**config.mk**
```make
export PLATFORM = sky130hd
export DESIGN_NAME = extern_router
export DESIGN_NICKNAME = d
export VERILOG_FILES = /design/src/pkg_tpu.sv /design/src/extern_router.sv
export VERILOG_INCLUDE_DIRS = /design/src
export SDC_FILE = /design/constraint.sdc
export NUM_CORES = 1
export LEC_CHECK = 0
export ABC_CLOCK_PERIOD_IN_PS = 1900
export BUFFER_PORTS_ARGS = -buffer_cell sky130_fd_sc_hd__clkbuf_2
export CAP_MARGIN = 0
export CORE_ASPECT_RATIO = 0.5
export CORE_MARGIN = 2
export CORE_UTILIZATION = 37
export CTS_BUF_LIST = sky130_fd_sc_hd__clkbuf_2 sky130_fd_sc_hd__clkbuf_4 sky130_fd_sc_hd__clkbuf_8
export CTS_CLUSTER_DIAMETER = 200
export DETAILED_ROUTE_END_ITERATION = 7
export GPL_ROUTABILITY_DRIVEN = 0
export GPL_TIMING_DRIVEN = 0
export MAX_ROUTING_LAYER = met4
export PLACE_DENSITY = 0.95
export SYNTH_ARGS = -nofsm -noshare
export SYNTH_HDL_FRONTEND = slang
export SYNTH_SLANG_ARGS = --single-unit
```
**constraint.sdc**
```tcl
create_clock -name clock -period 1.9 [get_ports clock]
set_input_delay 0.19 -clock clock [delete_from_list [all_inputs] [get_ports clock]]
set_output_delay 0.19 -clock clock [all_outputs]
set_load 0.005 [all_outputs]
```
**src/tpu_cfg.svh**
```systemverilog
// Sizing macros for the external data-memory path of the tensor unit
`ifndef TPU_CFG_SVH
`define TPU_CFG_SVH

// Data word width
`define TPU_DATA_W		32

// Address, length and stride width
`define TPU_ADDR_W		10

`define TPU_N_CHAN		4		// Host channels sharing the input stream

`define TPU_BUFF_SIZE	16		// Ring buffer entries per handler

`define TPU_MEM_DEPTH	1024	// Words in the data memory

`endif

```
**src/pkg_tpu.sv**
```systemverilog
// Shared word, address, command and state types of the external memory path
`default_nettype none
`include "tpu_cfg.svh"

package pkg_tpu;

	typedef logic [`TPU_DATA_W-1:0]			data_t;
	typedef logic [`TPU_ADDR_W-1:0]			address_t;
	typedef logic [$clog2(`TPU_N_CHAN)-1:0]	chan_t;

	// Opcode from bit 0 of the stride word
	typedef enum logic {
		MODE_STORE	= 1'b0,
		MODE_LOAD	= 1'b1
	} mode_t;

	typedef enum logic [2:0] {
		SERV_INIT,			// Waiting for stride word
		SERV_RECV_LENGTH,
		SERV_RECV_BASE,
		SERV_ST_BUFF,		// Collecting store data
		SERV_ST_REQ,
		SERV_ST_RUN,
		SERV_LD_REQ,
		SERV_LD_RUN
	} serv_state_t;

	typedef struct packed {
		logic		req;
		chan_t		chan;
		data_t		data;
		logic		rls;
	} ext_in_t;

	typedef struct packed {
		logic		req;
		data_t		data;
		logic		rls;		// Last word of a load
	} ext_out_t;

	typedef struct packed {
		address_t	length;
		address_t	stride;
		address_t	base;
		mode_t		mode;
	} mem_cmd_t;

endpackage

`default_nettype wire

```
**src/extern_router.sv**
```systemverilog
// Registers each host word and steers it to its channel's handler
`timescale 1ns/100ps
`default_nettype none
`include "tpu_cfg.svh"

module extern_router (
	input wire								clock,
	input wire								reset,
	input wire pkg_tpu::ext_in_t			ext_in,
	output pkg_tpu::ext_in_t [`TPU_N_CHAN-1:0]	chan_in
);

	logic				req_q;
	pkg_tpu::chan_t		chan_q;
	pkg_tpu::data_t		data_q;
	logic				rls_q;

	always_ff @(posedge clock) begin
		if (reset) req_q <= 1'b0;
		else req_q <= ext_in.req;
	end

	always_ff @(posedge clock) begin
		chan_q	<= ext_in.chan;
		data_q	<= ext_in.data;
		rls_q	<= ext_in.rls;
	end

	// One-hot request, payload shared
	always_comb begin
		for (int i = 0; i < `TPU_N_CHAN; i++) begin
			chan_in[i].req	= req_q & (chan_q == pkg_tpu::chan_t'(i));
			chan_in[i].chan	= chan_q;
			chan_in[i].data	= data_q;
			chan_in[i].rls	= rls_q;
		end
	end

	a_chan_range: assert property (@(posedge clock) disable iff (reset)
		req_q |-> (int'(chan_q) < `TPU_N_CHAN));

endmodule

`default_nettype wire

```
After elaboration in Yosys (flattened, before gate mapping)
Cells that the tools add are included.
{"block": "word_totals", "reg_bits": 36, "word_cells": 12}
{"block": "classes", "reduce_logical": 1, "eq_ne": 3, "bitwise": 4}
{"operator": "1-bit bitwise AND", "n": 4}
{"operator": "2-bit == test (second input constant)", "n": 2}
{"operator": "2-bit by 1-bit == test with 1-bit output (second input constant)", "n": 1}
{"operator": "2-bit logical NOT", "n": 1}

Logic depth before layout (Yosys ltp)
Gate-level depths: netlist (run 1).
{"block": "depth", "depth_word": 2, "ltp_mapped": 1, "depth_no_buf": 1}

Least setup slack after synthesis (run 1)
OpenSTA, ideal clock, no wires.
{"block": "synth_path", "path_type": "flip-flop to output port", "from": "register chan_q[1]", "to": "output port chan_in[143] (netlist name)", "required_time_ns": 1.710, "stages_incl_launch_ff": 2, "path_slack_ns": 1.082, "t_arrival_ns": 0.628, "n_path_buf": 0, "cell_sequence": "dfxtp_1 and3_2"}
{"item": "start: declaration", "line": "extern_router.sv:14", "source": "pkg_tpu::chan_t chan_q;"}
{"item": "start signal: assignment", "line": "extern_router.sv:24", "source": "chan_q <= ext_in.chan;"}
{"item": "end: declaration", "line": "extern_router.sv:10", "source": "output pkg_tpu::ext_in_t [`TPU_N_CHAN-1:0] chan_in"}

==> results.md, run 1 <==
- Antenna-violating nets left: 0
- Crit path capture type: primary output
- PD cells: 658 nW/µm²
- Worst vdd ir: 0.357 mV
- Share of the synthesized area in the top cell type: 0.510
- Total grt overflow: 0
- Pre-CTS setup slack: 0.925 ns
- Die Height: 49.9 µm
- Starting DRT DRC Count: 20
- Core area: 3960 µm²
- Post-synth EDFFs: 0
- DRC viols: 0
- Synth Flop Type: dfxtp_1
- Initial antenna violation count: 0
- HP Class: input port to flop
- PnR worst setup slack: 0.626 ns
- CP Max Fanout: 8
- Register bit total from synthesis: 36
- Commonest cells in the netlist: buf_4 (106), dfxtp_1 (36), and3b_1 (2)
- Clock Pin Slew Worst Setup and Hold Paths: 0.07 ns
- Leakage: 1.76 nW
- Rows: 16
- Total negative slack: 0 ns
- Synth Net Count: 185
- Synth top area cells: buf_4 (51%), dfxtp_1 (46%), and3b_1 (1.1%)
- Mapped Cells: 147
- Yosys top cell by area: buf_4
- Sequential fraction of the synthesis area: 0.462
- Clock sink total: 36
- H-tree levels: 2
- Ant diodes: 0
- Final period util: 0.671
- CTS Buffer Depth: 2
- Syn. warnings: 0
- Area growth from synthesis to layout: 87.5%
- Crit path launch type: flop
- Outcome: completed
- Final Net Count: 401
- First-pass GRT wire length: 6890 µm
- Vias in the first global route: 1333
- Slew of the pin with the lowest slew margin: 0.272 ns
- Synth cell types: 6
- Share of cells above drive strength 1: 0.816
- TritonRoute pass-1 iters: 4
- Most frequent cell after synthesis: buf_4
- Detailed Place HPWL: 4040 µm
- Root buffer cell: clkbuf_8
- Initial core utilization: 0.394
- Area of the mapped netlist: 1560 µm²
- Max-slew violations: 0
- Largest net degree at the start of global routing: 13
- Crit path DAT: 1.08 ns
- Die footprint: 4780 µm²
- Die Wd: 95.8 µm
- Via count: 1546
- Slew margin rel.: 0.818
- Max_cap viols: 0
- Via density: 3.70
- Asr flop ratio synth: 0
- TritonCTS Buffers: 5
- Drt total wl: 5080 µm
- Unrepaired setup endpoints after global routing: false
- Setup Crit Path Kind: flop to primary output
- Fmax: 785 MHz
- Ports: 182
- Final Hold Vio Count: 0
- Avg Cell Area, Syn: 10.6 µm²
- Worst endpoint required time: 1.71 ns
- Port bufs: 181
- Fill count: 314
- Total GRT Usage: 0.203
- Routed WL per cell: 12.1 µm
- CTS tree: yes
- Minimum clock period: 1.27 ns
- Final setup fails: 0
## critical path, cell delays in order (launching register included)
cell,delay (ns)
dfxtp_1,0.48
and3_2,0.22
clkbuf_2,0.11
## registers in the layout (all words and copies together) (netlist names)
register  flops
rls_q         1
chan_q        2
data_q       32
req_q         1
## cell type report
type	instances	area, µm²	area share
repair buffers	209	1190	0.405
plain buffers	106	796	0.272
well taps	54	67.6	0.0231
multi-input cells	5	43.8	0.0150
clock buffers	5	68.8	0.0235
clock inverters	3	42.5	0.0145
flip-flops and latches	36	721	0.246
## layer usage
metal / share of wire / routed length, µm / up-vias / track usage
met1: 0.35 / 1780 / 757 / 0.196
met3: 0.015 / 75 / 0 / 0.0443
li1: - / - / 774 / -
met2: 0.63 / 3220 / 15 / 0.406
met4: 0 / 0 / 0 / 0.0548
met5: 0 / 0 / - / -
## final timing paths
kind	end	slack (ns)	cells past startpoint	startpoint
setup / recovery	chan_in[143]	0.63	2	chan_q[1]
hold / removal	data_q[25]	0.01	1	ext_in[26]
## cell usage in the layout, fill, tap and decap left out, drive strengths merged
master       instances
clkbuf             186
dlygate4sd3         28
nor2b                1
clkinv               1
clkinvlp             1
dfxtp               36
and3                 1
and3b                2
nor3b                1
bufinv               1
buf                106
## logic make-up (layout without fill, tap and decap cells)
logic type	Yosys count	after routing	share of synthesized area
DFF	36	36	0.462
and+or+nand+nor	5	5	0.0281
buffers and inverters	106	323	0.510
## metrics by stage
step           utilization  area, µm²  power (mW)  cells  hold slack, ns
3_5_place_dp         0.639       2530        1.24    382           0.294
3_3_place_gp         0.639       2530        1.23    382           0.293
6_report             0.738       2930        1.92    418          0.0139
5_1_grt              0.738       2930        2.00    418         0.00869
4_1_cts              0.710       2820        1.93    407        0.000368
2_1_floorplan            -       1560        1.03    147           0.218
## power breakdown
part / internal, mW / switching [mW]
clock network: 0.388 / 0.265
registers: 0.796 / 0.0501
logic: 0.296 / 0.128
## repair_timing
action                                 4_1_cts  5_1_grt
endpoints found under the hold margin       17       11
hold buffers                                17       11
buffers inserted                             0        0
gates resized for setup                      0        0
No activity file was read; power rests on OpenSTA's default activity.
==> inputs of run 2 (changes only) <==
Settings changed: ABC_CLOCK_PERIOD_IN_PS 1900 to 1150, CORE_UTILIZATION 37 to 31, PLACE_DENSITY 0.95 to 0.89.
Clock period 1.9 ns to 1.15 ns, I/O delays scaled along.
==> run 2 against run 1 <==
Critical path depth is the same; worst setup slack lost 0.58 ns; via count is essentially flat; hold slack gained 0.028 ns; sequential share of layout area shrank 0.50 points; highest routed layer is now met4.
==> results.md, run 2 (synthesis gave the netlist of run 1 again) <==
- Outcome: completed
- Postcts setup bufs: 0
- Drt total wl: 5040 µm
- Post-route non-filler standard cell count: 442
- Max-slew violations: 0
- Slew margin rel.: 0.848
- Total Power: 3.00 mW
- Routed WL per cell: 11.4 µm
- Vias in the first global route: 1301
- Combined buffer and inverter count along the critical path: 1
- Fill count: 440
- Worst endpoint required time: 1.03 ns
- Ports: 182
- Port bufs: 181
- Total negative slack: 0 ns
- Crit path DAT: 0.98 ns
- Worst-path cell chain: and3b_1 > clkbuf_2
- Leakage: 1.79 nW
- Worst vdd ir: 0.666 mV
- Worst path max stage delay: 0.37 ns
- Die Wd: 104 µm
- Crit path launch type: flop
- Initial antenna violation count: 0
- Minimum clock period: 1.10 ns
- Placed Cells: 398
- PD cells: 997 nW/µm²
- First-pass GRT wire length: 6520 µm
- Area growth from synthesis to layout: 92.7%
- Via count: 1547
- Slew of the pin with the lowest slew margin: 0.227 ns
- Final period util: 0.956
- Initial core utilization: 0.319
- Slowest stage cell on the critical path: dfxtp_4
- Clock Pin Slew Worst Setup and Hold Paths: 0.08 ns
- Clock sink total: 36
- TritonRoute pass-1 iters: 3
- Via density: 3.50
- Final setup fails: 0
- TritonCTS Buffers: 5
- Share of cells above drive strength 1: 0.804
- Total grt overflow: 0
- Unrepaired setup endpoints after global routing: false
- Max FFs per register: 32
- H-tree levels: 2
- Rows: 18
- Setup Crit Path Kind: flop to primary output
- Core area: 4890 µm²
- Critical path's top delay family: flip-flops
- DRC viols: 0
- Most common cell after layout, fill and taps aside: clkbuf_2
- CP Max Fanout: 8
- Largest net degree at the start of global routing: 13
- Hold_sp: ext_in[35]
- CTS Buffer Depth: 2
- Total GRT Usage: 0.157
- Largest register by flop count: data_q
- Top Registers: data_q: 32 flops, chan_q: 2 flops
- Max_cap viols: 0
- Detailed Place HPWL: 3760 µm
- Die Height: 54.2 µm
- Root buffer cell: clkbuf_8
- Starting DRT DRC Count: 16
- CTS tree: yes
- Ant diodes: 0
- Die footprint: 5650 µm²
- Fmax: 910 MHz
- Crit path capture type: primary output
- Setup crit start: chan_q[0]
- HP Class: input port to flop
- Commonest cells after routing, fill and taps aside: clkbuf_2 (181), buf_4 (106), dlygate4sd3_1 (36)
- Final Hold Vio Count: 0
- Antenna-violating nets left: 0
- Final Net Count: 409
## run 2: metrics by stage
step	setup slack (ns)	utilization	area (µm²)	hold slack, ns
after floorplan	0.407	-	1560	0.143
after global placement	0.281	0.523	2550	0.218
after detailed placement	0.254	0.523	2550	0.219
after CTS	0.0238	0.615	3000	0.0350
after global routing	0.00556	0.615	3010	0.0572
final	0.0507	0.615	3010	0.0418
## run 2: per-layer routing
layer	routed length, µm	global-route usage	up-vias
met5	0	-	-
li1	-	-	789
met1	1740	0.163	747
met4	19	0.0293	0
met3	62	0.0254	2
met2	3220	0.328	9
## run 2: repair_timing
item | in CTS | in global routing
setup endpoints to repair | 3 | 1
hold buffers | 36 | 0
endpoints found under the hold margin | 36 | 0
resized for setup | 2 | 1
## run 2: power by group
| group | internal, mW | switching (mW) |
|---|---|---|
| registers | 1.31 | 0.0797 |
| logic | 0.507 | 0.214 |
| clock network | 0.422 | 0.461 |
## run 2: worst paths after layout
path | to | cells after the start
min | req_q | 2
max | chan_in[107] | 2
## run 2: layout make-up
type                            instances  area [µm²]  area share
Multi-Input combinational cell          5        43.8      0.0146
Sequential cell                        36         726       0.241
Timing Repair Buffer                  217        1270       0.421
Clock inverter                          3        18.8     0.00624
Clock buffer                            5        68.8      0.0229
Tap cell                               70        87.6      0.0291
Buffer                                106         796       0.265
