[config.mk]
export PLATFORM = sky130hd
export DESIGN_NAME = extern_handle
export DESIGN_NICKNAME = d
export VERILOG_FILES = /design/src/pkg_tpu.sv /design/src/ring_buff_ctrl.sv /design/src/extern_handle.sv
export VERILOG_INCLUDE_DIRS = /design/src
export SDC_FILE = /design/constraint.sdc
export NUM_CORES = 1
export LEC_CHECK = 0
export BUFFER_PORTS_ARGS = -buffer_cell sky130_fd_sc_hd__buf_4
export CORE_MARGIN = 2
export CORE_UTILIZATION = 42
export CTS_BUF_LIST = sky130_fd_sc_hd__clkbuf_4 sky130_fd_sc_hd__clkbuf_8
export CTS_CLUSTER_DIAMETER = 200
export DETAILED_ROUTE_END_ITERATION = 12
export PLACE_DENSITY = 0.6
export SYNTH_ARGS = -nofsm -noshare
export SYNTH_HDL_FRONTEND = slang
export SYNTH_SLANG_ARGS = --single-unit
[constraint.sdc]
create_clock -name clock -period 8.9 [get_ports clock]
set_clock_uncertainty 0.15 [all_clocks]
set_input_delay 0.445 -clock clock [delete_from_list [all_inputs] [get_ports clock]]
set_output_delay 0.445 -clock clock [all_outputs]
set_load 0.01 [all_outputs]
[src/tpu_cfg.svh]
// Sizing macros for the external data-memory path of the tensor unit
`ifndef TPU_CFG_SVH
`define TPU_CFG_SVH

// Data word width
`define TPU_DATA_W		32

// Address, length and stride width
`define TPU_ADDR_W		10

`define TPU_N_CHAN		4		// Host channels sharing the input stream

`define TPU_BUFF_SIZE	16		// Ring buffer entries per handler

`define TPU_MEM_DEPTH	1024	// Words in the data memory

`endif

[src/pkg_tpu.sv]
// Shared word, address, command and state types of the external memory path
`default_nettype none
`include "tpu_cfg.svh"

package pkg_tpu;

	typedef logic [`TPU_DATA_W-1:0]			data_t;
	typedef logic [`TPU_ADDR_W-1:0]			address_t;
	typedef logic [$clog2(`TPU_N_CHAN)-1:0]	chan_t;

	// Opcode from bit 0 of the stride word
	typedef enum logic {
		MODE_STORE	= 1'b0,
		MODE_LOAD	= 1'b1
	} mode_t;

	typedef enum logic [2:0] {
		SERV_INIT,			// Waiting for stride word
		SERV_RECV_LENGTH,
		SERV_RECV_BASE,
		SERV_ST_BUFF,		// Collecting store data
		SERV_ST_REQ,
		SERV_ST_RUN,
		SERV_LD_REQ,
		SERV_LD_RUN
	} serv_state_t;

	typedef struct packed {
		logic		req;
		chan_t		chan;
		data_t		data;
		logic		rls;
	} ext_in_t;

	typedef struct packed {
		logic		req;
		data_t		data;
		logic		rls;		// Last word of a load
	} ext_out_t;

	typedef struct packed {
		address_t	length;
		address_t	stride;
		address_t	base;
		mode_t		mode;
	} mem_cmd_t;

endpackage

`default_nettype wire

[src/ring_buff_ctrl.sv]
// Pointer and occupancy control for one circular buffer
`timescale 1ns/100ps
`default_nettype none

module ring_buff_ctrl #(
	parameter int NUM_ENTRY = 16
) (
	input wire							clock,
	input wire							reset,
	input wire							we,
	input wire							re,
	input wire							clear,		// Drops all entries
	output logic [$clog2(NUM_ENTRY)-1:0]	wr_ptr,
	output logic [$clog2(NUM_ENTRY)-1:0]	rd_ptr,
	output logic						full,
	output logic						empty,
	output logic [$clog2(NUM_ENTRY):0]	num
);

	localparam int PTR_W = $clog2(NUM_ENTRY);

	always_ff @(posedge clock) begin
		if (reset || clear) begin
			wr_ptr	<= '0;
			rd_ptr	<= '0;
			num		<= '0;
		end else begin
			if (we) begin
				wr_ptr	<= (wr_ptr == PTR_W'(NUM_ENTRY - 1)) ? '0 : wr_ptr + 1'b1;
			end
			if (re) begin
				rd_ptr	<= (rd_ptr == PTR_W'(NUM_ENTRY - 1)) ? '0 : rd_ptr + 1'b1;
			end
			case ({we, re})
				2'b10:		num <= num + 1'b1;
				2'b01:		num <= num - 1'b1;
				default:	num <= num;		// Both or neither
			endcase
		end
	end

	assign full		= (num == (PTR_W + 1)'(NUM_ENTRY));
	assign empty	= (num == '0);

	a_no_overflow: assert property (@(posedge clock) disable iff (reset) we |-> !full);
	a_no_underflow: assert property (@(posedge clock) disable iff (reset) re |-> !empty);

endmodule

`default_nettype wire

[src/extern_handle.sv]
// Per-channel command receiver, store/load sequencer and data buffer
`timescale 1ns/100ps
`default_nettype none
`include "tpu_cfg.svh"

module extern_handle #(
	parameter int BUFF_SIZE = `TPU_BUFF_SIZE
) (
	input wire						clock,
	input wire						reset,
	input wire pkg_tpu::ext_in_t	chan_in,
	output pkg_tpu::ext_out_t		ext_out,
	output pkg_tpu::mem_cmd_t		cmd,
	output logic					mem_req,
	input wire						grant,
	input wire						st_pop,
	input wire						ld_valid,
	input wire						term,
	output pkg_tpu::data_t			st_data,
	input wire pkg_tpu::data_t		ld_data
);

	localparam int BUFF_W = $clog2(BUFF_SIZE);

	pkg_tpu::serv_state_t	state;
	pkg_tpu::mode_t			r_mode;
	pkg_tpu::address_t		r_stride;
	pkg_tpu::address_t		r_length;
	pkg_tpu::address_t		r_base;
	pkg_tpu::address_t		ld_cnt;		// Loaded words forwarded so far

	pkg_tpu::data_t			buff [BUFF_SIZE];
	logic					we, re, re_ld;
	logic [BUFF_W-1:0]		wr_ptr, rd_ptr;
	logic					empty;
	logic [BUFF_W:0]		num;

	logic					cmd_word;
	logic					abort;
	logic					in_run;

	assign cmd_word	= chan_in.req & ~chan_in.rls;
	assign in_run	= (state == pkg_tpu::SERV_ST_RUN) || (state == pkg_tpu::SERV_LD_RUN);
	assign abort	= chan_in.req & chan_in.rls & ~in_run & ~grant;

	////////////////////
	// Command capture

	// Stride word carries the mode in bit 0, the stride above it
	always_ff @(posedge clock) begin
		if (state == pkg_tpu::SERV_INIT && cmd_word) begin
			r_stride	<= chan_in.data[`TPU_ADDR_W:1];
		end
		if (state == pkg_tpu::SERV_RECV_LENGTH && cmd_word) begin
			r_length	<= chan_in.data[`TPU_ADDR_W-1:0];
		end
		if (state == pkg_tpu::SERV_RECV_BASE && cmd_word) begin
			r_base		<= chan_in.data[`TPU_ADDR_W-1:0];
		end
	end

	always_ff @(posedge clock) begin
		if (reset) begin
			r_mode	<= pkg_tpu::MODE_STORE;
		end else if (state == pkg_tpu::SERV_INIT && cmd_word) begin
			r_mode	<= pkg_tpu::mode_t'(chan_in.data[0]);
		end
	end

	assign cmd		= '{length: r_length, stride: r_stride, base: r_base, mode: r_mode};
	assign mem_req	= (state == pkg_tpu::SERV_ST_REQ) || (state == pkg_tpu::SERV_LD_REQ);

	////////////////////
	// Service FSM

	always_ff @(posedge clock) begin
		if (reset) begin
			state <= pkg_tpu::SERV_INIT;
		end else begin
			case (state)
				pkg_tpu::SERV_INIT: begin
					if (cmd_word) state <= pkg_tpu::SERV_RECV_LENGTH;
				end
				pkg_tpu::SERV_RECV_LENGTH: begin
					if (abort) state <= pkg_tpu::SERV_INIT;
					else if (cmd_word) state <= pkg_tpu::SERV_RECV_BASE;
				end
				pkg_tpu::SERV_RECV_BASE: begin
					if (abort) state <= pkg_tpu::SERV_INIT;
					else if (cmd_word) begin
						state <= (r_mode == pkg_tpu::MODE_LOAD) ? pkg_tpu::SERV_LD_REQ
							: pkg_tpu::SERV_ST_BUFF;
					end
				end
				pkg_tpu::SERV_ST_BUFF: begin
					if (abort) state <= pkg_tpu::SERV_INIT;
					else if (cmd_word && (pkg_tpu::address_t'(num) + 1'b1 == r_length)) begin
						state <= pkg_tpu::SERV_ST_REQ;
					end
				end
				// A grant in the same cycle as a release wins
				pkg_tpu::SERV_ST_REQ: begin
					if (grant) state <= pkg_tpu::SERV_ST_RUN;
					else if (abort) state <= pkg_tpu::SERV_INIT;
				end
				pkg_tpu::SERV_LD_REQ: begin
					if (grant) state <= pkg_tpu::SERV_LD_RUN;
					else if (abort) state <= pkg_tpu::SERV_INIT;
				end
				pkg_tpu::SERV_ST_RUN, pkg_tpu::SERV_LD_RUN: begin
					if (term) state <= pkg_tpu::SERV_INIT;
				end
				default: state <= pkg_tpu::SERV_INIT;
			endcase
		end
	end

	////////////////////
	// Data buffer

	// Load words sit here for exactly one cycle
	assign re_ld	= (r_mode == pkg_tpu::MODE_LOAD) & ~empty;
	assign we		= (state == pkg_tpu::SERV_ST_BUFF && cmd_word) || ld_valid;
	assign re		= st_pop | re_ld;

	always_ff @(posedge clock) begin
		if (we) begin
			buff[wr_ptr] <= ld_valid ? ld_data : chan_in.data;
		end
	end

	always_ff @(posedge clock) begin
		if (reset) begin
			ld_cnt <= '0;
		end else if (state == pkg_tpu::SERV_RECV_BASE && cmd_word) begin
			ld_cnt <= '0;
		end else if (re_ld) begin
			ld_cnt <= ld_cnt + 1'b1;
		end
	end

	assign st_data		= buff[rd_ptr];
	assign ext_out.req	= re_ld;
	assign ext_out.data	= buff[rd_ptr];
	assign ext_out.rls	= re_ld & (ld_cnt == r_length - 1'b1);

	ring_buff_ctrl #(
		.NUM_ENTRY	(BUFF_SIZE)
	) u_ring (
		.clock		(clock),
		.reset		(reset),
		.we			(we),
		.re			(re),
		.clear		(abort),
		.wr_ptr		(wr_ptr),
		.rd_ptr		(rd_ptr),
		.full		(),
		.empty		(empty),
		.num		(num)
	);

	a_grant_on_req: assert property (@(posedge clock) disable iff (reset) grant |-> mem_req);

endmodule

`default_nettype wire

# --- Word level (Yosys, flattened, before mapping) ---
# Memories as Yosys holds them, arrays and structs flattened. A register that Yosys moved wholly into a read port is not among the register bits.
# Cells that the tools add are included.
word_totals:
  mem_bits_ro: 0
  regBits: 57
  n_memories: 1
  input_bits: 74
  wordCells: 82
  ram_bits: 512
  latchBits: 0
classes:
  n_reduce_logical: 15
  n_mux: 21
  div: 0
  n_mul: 0
  addsub: 7
  shifts: 0
  n_lt_le_gt_ge: 0
  eq_ne: 18
  bitwise_logic: 11
mem_list:
  columns: ["memory", "words", "width", "read_ports", "rd_clocked_by_memory_dff", "wr", "line", "rtl"]
  rows:
  - ["buff", 16, 32, 1, 1, 1, "extern_handle.sv:32", "pkg_tpu::data_t buff [BUFF_SIZE];"]
op_table:
  columns: ["op", "n"]
  rows:
  - ["$mux W3", 12]
  - ["$mux W32", 1]
  - ["$pmux W3 S7", 1]
  - ["$mux W4", 4]
  - ["$eq A3 B3 Y1 const B", 4]
  - ["$add A10 B1 Y10 const B", 1]
  - ["$eq A10 B10 Y1", 1]
  - ["$eq A6 B10 Y1", 1]
  - ["$pmux W5 S2", 1]
  - ["$sub A10 B1 Y10 const B", 1]
  - ["$ne A3 B2 Y1 const B", 3]
  - ["$add A4 B1 Y4 const B", 2]
  - ["$eq A4 B4 Y1 const B", 2]
  - ["$add A5 B1 Y6 const B", 1]
  - ["$and A1 B1 Y1", 6]
  - ["$eq A3 B2 Y1 const B", 2]
  - ["$add A5 B1 Y5 const B", 1]
  - ["$logic_and A1 B1 Y1", 5]
  - ["$logic_not A5 Y1", 1]
  - ["$reduce_and A5 Y1", 1]
  - ["$sub A5 B1 Y5 const B", 1]
  - ["$logic_or A1 B1 Y1", 4]
  - ["$ne A2 B2 Y1 const B", 2]
  - ["$not A1 Y1", 4]
  - ["other kinds (8)", 10]

# --- Depth between registers and ports, before layout ---
# Gate-level depths: netlist (run 1).
depth:
  word_depth: 8
  mapped_depth: 15
  ltp_nobuf: 13

# --- Hierarchy ---
# Synthesis (run 1) repeated with hierarchy kept, for this count alone.
unflattened:
  hier_cells: 1086
  hier_area_um2: 22854.4
by_module_without_submodules:
  columns: ["module", "instances", "cells_per_inst", "seq_area_each_um2", "area_per_inst_um2"]
  rows:
  - ["extern_handle", 1, 994, 16555.9, 22071.2]
  - ["ring_buff_ctrl", 1, 92, 260.2, 783.3]

# --- Worst setup path after synthesis (run 1) ---
# No wires, ideal clock.
synth_timing:
  path_kind: "reg-to-reg"
  start: "register state[1]"
  end: "memory buff[3][0] (netlist bit) (enable)"
  path_stages_with_launch: 5
  path_buffers: 0
  path_slack_ns: 5.079
  t_required_ns: 8.289
  arrival_time_ns: 3.210
  cell_sequence: "dfxtp_1 > nor2b_1 > a31o_2 > nand2_1 > nor3_1"
synth_between:
  elab_chain_len: 5
synth_lines:
  columns: ["item", "line", "rtl"]
  rows:
  - ["start, declared", "extern_handle.sv:25", "pkg_tpu::serv_state_t state;"]
  - ["start signal, assigned", "extern_handle.sv:78", "state <= pkg_tpu::SERV_INIT;"]
  - ["start signal, assigned", "extern_handle.sv:82", "if (cmd_word) state <= pkg_tpu::SERV_RECV_LENGTH;"]
  - ["start signal, assigned", "extern_handle.sv:85", "if (abort) state <= pkg_tpu::SERV_INIT;"]
  - ["$eq A3 B2 Y1", "extern_handle.sv:123", "assign we = (state == pkg_tpu::SERV_ST_BUFF && cmd_word) || ld_valid;"]
  - ["$logic_and A1 B1 Y1", "extern_handle.sv:123", null]
  - ["$logic_or A1 B1 Y1", "extern_handle.sv:123", null]
  - ["$mux W1", "extern_handle.sv:127", "if (we) begin"]
  - ["$mux W1", "extern_handle.sv:128", "buff[wr_ptr] <= ld_valid ? ld_data : chan_in.data;"]
  - ["end, declared", "extern_handle.sv:32", null]
# No other way between the ends.

==> results, run 1 <==
- The clock net in this run drives a total of 573 sinks.
- The fmax is 0.219 GHz.
- The setup path with the least slack is of type flop to primary output.
- The die covers 0.0569 mm^2.
- In this run the clock root is driven by a sky130_fd_sc_hd__clkbuf_8.
- The average via count per standard cell is 5.41.
- The finished layout cell area is 0.0270 mm^2.
- Data on the critical path arrives at its endpoint at 3960 ps.
- The total area inside the core boundary comes to 0.0541 mm^2.
- The clock tree from TritonCTS is built.
- The tool flagged a number of max-cap violations equal to 0.
- For this design the ratio of total power to cell area is 212 mW/mm^2.
- The part of the cycle the worst path needs is 0.512.
- In this run the power spent charging and discharging nets is 1.29 mW.
- The placer congestion estimate is 0.767.
- The number of placement rows is 85.
- The H-tree generated during clock tree synthesis spans 3 levels.
- The initial antenna violation count is 1.
- The starting density of the core is 0.426.
- The total via count in the routed design is 11265.
- In the post-synthesis netlist, the biggest area contributors are sky130_fd_sc_hd__edfxtp_1 71%, sky130_fd_sc_hd__mux4_2 11%, sky130_fd_sc_hd__mux4_1 5.7%, sky130_fd_sc_hd__dfxtp_1 2.7%, sky130_fd_sc_hd__mux2_2 1.6%.
- The half-perimeter wire length after detailed placement is 25700 um.
- The headroom to the max-slew limit is 0.154.
- The clock-pin slew of the registers on the worst-case setup and hold paths is 60 ps.
- Of all nets on the critical path, the largest fanout is 52.
- The first global-routing pass estimated 73400 um of wire.
- Setup repair after global routing left no endpoint under its margin.
- Dividing the detail-routed wire length by the instance count gives 23.5 um.
- In the routed design, unresolved DRC markers number 0.
- The chip width is 238 um.
- The maximum resistive drop on vdd is 0.112 mV.
- The total congestion overflow is 0.
- The routed design could run at a clock period as short as 4560 ps.
- Summed over all failing endpoints, the final setup total negative slack is 0 ps.
- The area of placed instances is 0.0250 mm^2.
- Setup violations remaining at the end of the flow were counted as 0.
- In this run, CTS created clock tree buffers numbering 95.
- The top-area cell type share of the netlist area is 0.705.
- The share of async-settable or async-resettable flops after synthesis is 0.
- The completed layout was analyzed and its total power is 5.74 mW.
- The count of endpoints failing hold in the final timing report is 0.
- Synthesis inferred 573 register bits.
- The share of the Yosys chip area taken by registers is 0.732.
- The switching power as a share of total power is 0.226.
- The clock network fraction of total power is 0.392.
- Internal power comes to 4.44 mW.
- The capturing element type of the critical path is a primary output.
- The most common flop cell mapped by yosys is sky130_fd_sc_hd__edfxtp_1.
- For this design the static power due to leakage is 8.90 nW.
- The overall routed net length is 48900 um.
- The quantity of gates resized following cts is 0.
- The post-route antenna net violation count is 0.
- The count of yosys warnings during synthesis is 0.
- The mean instance size in the synthesized netlist is 21.3 um^2.
- The number of buffers added to fix hold violations after cts is 16.
- The area of the mapped netlist is 0.0231 mm^2.
- Pin placement for this block handled 172 I/O pins.
- The area growth from synthesis to layout is 16.9%.
- The overall die height is 238 um.
- In the global route stage, overall resource usage came out at 0.177.
- Yosys instantiated no cell more often than sky130_fd_sc_hd__edfxtp_1.
- In the final layout, the share of cells above drive strength 1 is 0.374.
- The count of mapped cells out of synthesis is 1082.
- After the first detailed-routing iteration, the DRC count stood at 975.
- Summed over all instances, the cell type with the most area after synthesis is sky130_fd_sc_hd__edfxtp_1.
- The final critical-path setup slack is 4340 ps.
- Port buffering added 169 buffers.
- The synthesized netlist contains 51 unique library cells.
- The slew of the pin with the lowest slew margin is 1260 ps.
- Clock latency on the worst-skew pair, taken at its later pin, is 670 ps.
- Data on the critical path is required at its endpoint by 8310 ps.
- The number of nets at the end of the flow is 1390.
- Counting flops with a built-in enable in the synthesized netlist gives 542.
- The run finished with clean final reports.
- The kind of start point of the critical path is a flop.
- Before CTS, the worst setup slack after placement is 4900 ps.
- The post-CTS setup repair buffer count is 0.
- Before antenna repair, the detailed router went through 5 iterations.
- The worst hold path belongs to the class input pin to flop.
- The maximum number of pins on one net before global-route repair is 75.
- The register share of total power is 0.531.
- The net count after synthesis is 1170.
- By count the netlist is led by 542 x sky130_fd_sc_hd__edfxtp_1, 110 x sky130_fd_sc_hd__mux4_2, 50 x sky130_fd_sc_hd__mux4_1, 38 x sky130_fd_sc_hd__nor2_1, 34 x sky130_fd_sc_hd__buf_4.
- The via count of the first global-routing pass came to 11770.
- The combinational power share is 0.077.
- The final number of max-transition violations is 0.
- The number of buffers between clock root and the deepest sink is 3.
- The share of the core filled with cells is 0.499.
- The number of fill cells in the layout is 4343.
[sequential cells by signal, summed over array words and instances (netlist names), named ones only]
signal         cells
buff             512
ld_cnt            10
r_base            10
r_length          10
r_mode             1
r_stride          10
state              3
u_ring.num         5
u_ring.rd_ptr      4
u_ring.wr_ptr      4
[placed cells by master, fill, tap and decap left out, types with 18 or more instances in the layout]
cell type / synthesis / final
sky130_fd_sc_hd__dfxtp_1: 31 / 27
sky130_fd_sc_hd__clkbuf_8: 0 / 99
sky130_fd_sc_hd__xor2_1: 18 / 18
sky130_fd_sc_hd__mux4_1: 50 / 50
sky130_fd_sc_hd__edfxtp_1: 542 / 542
sky130_fd_sc_hd__nor2_1: 38 / 26
sky130_fd_sc_hd__mux4_2: 110 / 110
sky130_fd_sc_hd__clkinv_1: 0 / 23
sky130_fd_sc_hd__clkinv_2: 0 / 18
sky130_fd_sc_hd__clkbuf_4: 0 / 32
sky130_fd_sc_hd__mux2_2: 32 / 32
sky130_fd_sc_hd__nand2_1: 22 / 22
sky130_fd_sc_hd__buf_4: 34 / 192
[stage by stage]
stage               std cells  hold WS (ps)
CTS                      2080          25.0
global placement         1885           339
global route             2081          89.9
floorplan                1082           321
finish                   2081          93.4
detailed placement       1885           342
[layer usage]
metal  global-route usage  part of all wire  vias to the layer above
li1                     -                 -                     4937
met1                0.240              0.43                     5964
met2                0.293              0.50                      295
met3               0.0322             0.046                       69
met4               0.0549             0.017                        0
met5                    0                 0                        -
[area by class of cell]
class | instances | area [um^2] | share of cell area
Multi-Input combinational cell | 412 | 5690 | 0.211
Sequential cell | 573 | 16900 | 0.626
Clock inverter | 48 | 279 | 0.0103
Tap cell | 696 | 871 | 0.0323
Antenna cell | 1 | 2.50 | 0.0000927
Inverter | 12 | 45.0 | 0.00167
Timing Repair Buffer | 208 | 1600 | 0.0593
Clock buffer | 131 | 1600 | 0.0594
[kinds of logic (layout without fill, tap and decap cells)]
logic type | Yosys count | in the layout | synth area share
adder cells (fa/ha/maj) | 14 | 14 | 0.00791
buffers and inverters | 97 | 399 | 0.0267
multiplexers | 198 | 198 | 0.182
XOR/XNOR | 34 | 34 | 0.0129
other | 0 | 1 | 0
flip-flops | 573 | 573 | 0.732
AO/OA/AOI/OAI | 47 | 47 | 0.0125
AND/OR/NAND/NOR | 119 | 119 | 0.0257
[worst paths after layout]
check | start | end | slack (ps) | cells past startpoint
max | flop | ext_out[4] | 4340 | 4
min reg2reg | u_ring.rd_ptr[1] | flop | 350 | 2
min | grant | state[0] | 90 | 5
max reg2reg | u_ring.num[0] | u_ring.num[4] | 5310 | 13
[power groups by stage]
stage,clock (mW),combinational (mW),sequential [mW]
2_1_floorplan,0,0.321,3.08
3_3_place_gp,0,0.437,3.10
3_5_place_dp,0,0.445,3.10
4_1_cts,2.31,0.452,3.05
5_1_grt,2.44,0.481,3.05
6_report,2.25,0.442,3.04
[worst max-delay path, cell delays in order (launching register included)]
cell and delay [ps]:
sky130_fd_sc_hd__dfxtp_4 1010, sky130_fd_sc_hd__buf_4 810, sky130_fd_sc_hd__mux4_1 660, sky130_fd_sc_hd__mux4_2 560
sky130_fd_sc_hd__buf_4 180
Note: power is estimated with default switching activity, not from simulation.
==> inputs of run 2 (changes only) <==
--- a/config.mk
+++ b/config.mk
@@ -12,7 +12,7 @@
 export CTS_BUF_LIST = sky130_fd_sc_hd__clkbuf_4 sky130_fd_sc_hd__clkbuf_8
 export CTS_CLUSTER_DIAMETER = 200
 export DETAILED_ROUTE_END_ITERATION = 12
-export PLACE_DENSITY = 0.6
+export PLACE_DENSITY = 0.62
 export SYNTH_ARGS = -nofsm -noshare
 export SYNTH_HDL_FRONTEND = slang
 export SYNTH_SLANG_ARGS = --single-unit
==> constraint.sdc (replaced) <==
create_clock -name clock -period 3.8 [get_ports clock]
set_clock_uncertainty 0.15 [all_clocks]
set_input_delay 0.19 -clock clock [delete_from_list [all_inputs] [get_ports clock]]
set_output_delay 0.19 -clock clock [all_outputs]
set_load 0.01 [all_outputs]
==> run 2 against run 1 <==
  * Power grew 140%
  * Largest cell class unchanged
  * Core utilization grew 1.3 points
  * Cell area grew 2.6%
  * Clock power grew 130%
  * Critical endpoint is now u_ring.num[4]
  * Worst setup slack lost 3900 ps
  * Non-clock buffer count grew 67
  * Register-to-register slack lost 4900 ps
==> results, run 2 (synthesis results as in run 1) <==
- The placer congestion estimate is 0.784.
- For met3 alone, demand over resource in global routing was 0.0368.
- The kind of cell with the highest combined delay along the critical path is simple AND/OR/NAND/NOR gates.
- The worst setup path is captured at a flop.
- Leaving out fill and tap cells, the most frequent cell in the layout is sky130_fd_sc_hd__edfxtp_1.
- The number of buffers between clock root and the deepest sink is 3.
- The met1 track demand over resource is 0.233.
- Measured along the x axis, the die boundary spans 238 um.
- The iteration-0 DRC count of the detailed router is 796.
- The power per cell area is 487 mW/mm^2.
- Counting the buffers created by CTS gives 94.
- Summing over every cut layer, the via total after detailed routing is 11504.
- The overall routed net length is 49900 um.
- Along the worst path, the maximum fanout reaches 8.
- The headroom to the max-slew limit is 0.513.
- The class of the tightest hold or removal check is input pin to flop.
- During placement, the flow inserted port buffers numbering 169.
- Setup repair after global routing left no endpoint under its margin.
- By startpoint and endpoint, the worst setup path is classified as flop to flop.
- Based on the critical path, the design can be clocked at up to 0.297 GHz.
- The total congestion overflow is 0.
- The worst hold margin is 98.2 ps.
- The maximum resistive drop on vdd is 0.260 mV.
- The slew of the pin with the lowest slew margin is 730 ps.
- The number of placement rows is 85.
- The clock tree synthesis step divided the H-tree into 3 levels.
- The count of cells in the finished layout, fillers not included, comes to 2141.
- From synthesis to final layout, the design area changed by 20.0%.
- The maximum single-stage delay on the critical path is 470 ps.
- At the worst endpoint, the arrival time is 3780 ps.
- The met2 usage is 0.304.
- The worst hold path passes through 5 cells.
- The quantity of gates resized following cts is 0.
- The count of endpoints failing hold in the final timing report is 0.
- The critical path crosses 13 cells after its start point.
- The final number of max-transition violations is 0.
- Entering global routing, the biggest net connects 61 pins.
- The via count of the first global-routing pass was 11967.
- The worst-path cell with the longest stage delay is sky130_fd_sc_hd__or4b_1.
- Once detail routing completed, the nets flagged for antenna violations numbered 0.
- Traced cell by cell, the critical path runs through inv_1 -> ha_1 -> or4b_1 -> and2_1 -> nor2_2 -> inv_1 -> ha_1 -> fa_1 -> a21o_1 -> a21oi_1 -> xor2_1 -> or3_1 -> a21oi_1.
- The most flop-heavy register is buff.
- The worst reg2reg path depth is 13.
- Leaving out fill and tap cells, the most frequent cells in the layout are 542 x sky130_fd_sc_hd__edfxtp_1, 195 x sky130_fd_sc_hd__buf_4, 110 x sky130_fd_sc_hd__mux4_2.
- The final count of negative-setup-slack endpoints is 0.
- The number of max-cap violations is 0.
- The starting density of the core is 0.426.
- Clock-pin slew was measured on the worst setup and hold paths at 60 ps.
- For this run, design rule violations remaining after detail routing come to 0.
- From bottom edge to top edge, the die measures 238 um.
- Dividing the detail-routed via count by the number of cells gives 5.37.
- Counting both buffers and inverters, the worst setup path holds a total of 2.
- The first-pass GRT wire length is 74400 um.
- The sum of negative setup slack is 0 ps.
- In the final routed layout, each cell accounts on average for 23.3 um.
- Prior to clock tree synthesis, the placed netlist has a worst setup slack of 478 ps.
- The later pin in the worst-skew pair is clocked with a latency of 660 ps.
- In the global route stage, overall resource usage came out at 0.179.
- CTS placed an instance of sky130_fd_sc_hd__clkbuf_8 at the clock tree root.
- The initial antenna violation count came to 0.
- The flow ran to the end, and the final reports show no timing, DRC or antenna violations.
- The number of nets at the end of the flow is 1456.
- In this run the most used layer during global routing was met2.
- Once detailed placement completed, the half-perimeter wirelength came to 26200 um.
- The final critical-path setup slack is 436 ps.
- The first TritonRoute pass finished after 5 iterations.
- The critical path required time is 4220 ps.
- The core region is 0.0541 mm^2.
- The post-CTS setup repair buffer count is 0.
- Dividing the final minimum period by the clock period gives 0.885.
- The fraction of layout cells with a size suffix above 1 is 0.359.
- The worst setup path is launched from a flop.
- The analysis attributes to cell leakage a power of 9.17 nW.
- The final critical delay including setup and external delays is 3360 ps.
- TritonCTS built the clock tree.
- Clock tree synthesis found a total of 573 sinks.
- The number of buffers added to fix hold violations after cts is 74.
- 172 I/O pins were placed.
- The cell count after placement is 1894.
- The flip-flop count of the largest register, all copies and words added is 512.
- The floorplan step defined a die boundary enclosing 0.0569 mm^2.
run 2: cell types whose count changed in the layout (fill, tap and decap cells not counted), moves of 2 or more:
| cell | change |
|---|---|
| sky130_fd_sc_hd__dlygate4sd3_1 | +58 |
| sky130_fd_sc_hd__buf_12 | +6 |
| sky130_fd_sc_hd__clkbuf_4 | -8 |
| sky130_fd_sc_hd__clkinvlp_4 | +2 |
| sky130_fd_sc_hd__clkinv_2 | -3 |
| sky130_fd_sc_hd__buf_4 | +3 |
| sky130_fd_sc_hd__clkbuf_8 | +2 |
run 2: cell type report:
class | count | area (um^2)
repair buffers | 275 | 2320
clock inverters | 47 | 283
multi-input cells | 412 | 5700
fillers | 4288 | 26400
diodes | 1 | 2.50
clock buffers | 125 | 1570
inverters | 12 | 45.0
well taps | 696 | 871
flip-flops and latches | 573 | 16900
run 2: final timing paths:
path,from,end,slack (ps)
setup reg to reg,u_ring.num[0],u_ring.num[4],440
setup / recovery,u_ring.num[0],u_ring.num[4],440
hold / removal,grant,state[2],100
hold reg to reg,u_ring.rd_ptr[1],flop,330
run 2: routing by layer:
metal,vias up,wire length (um)
li1,5077,-
met1,6102,21400
met2,271,25700
met3,54,2170
met4,0,666
met5,-,0
run 2: power by group:
part	switching, mW	leakage, nW	internal [mW]
clock	2.40	0.984	2.84
sequential	0.0636	5.15	7.04
combinational	0.552	3.04	0.588
run 2: worst min-delay path, cell delays in order:
cell                      delay (ps)
sky130_fd_sc_hd__buf_4           120
sky130_fd_sc_hd__o21ai_0         160
sky130_fd_sc_hd__a31oi_1         110
sky130_fd_sc_hd__o21ai_0         140
sky130_fd_sc_hd__and2_1          140
run 2: metrics by stage:
step | cell area (um^2) | util | power [mW]
4_1_cts | 27700 | 0.512 | 13.7
3_3_place_gp | 25100 | 0.464 | 8.30
5_1_grt | 27700 | 0.512 | 14.0
2_1_floorplan | 23100 | - | 7.96
3_5_place_dp | 25100 | 0.464 | 8.32
6_report | 27700 | 0.512 | 13.5
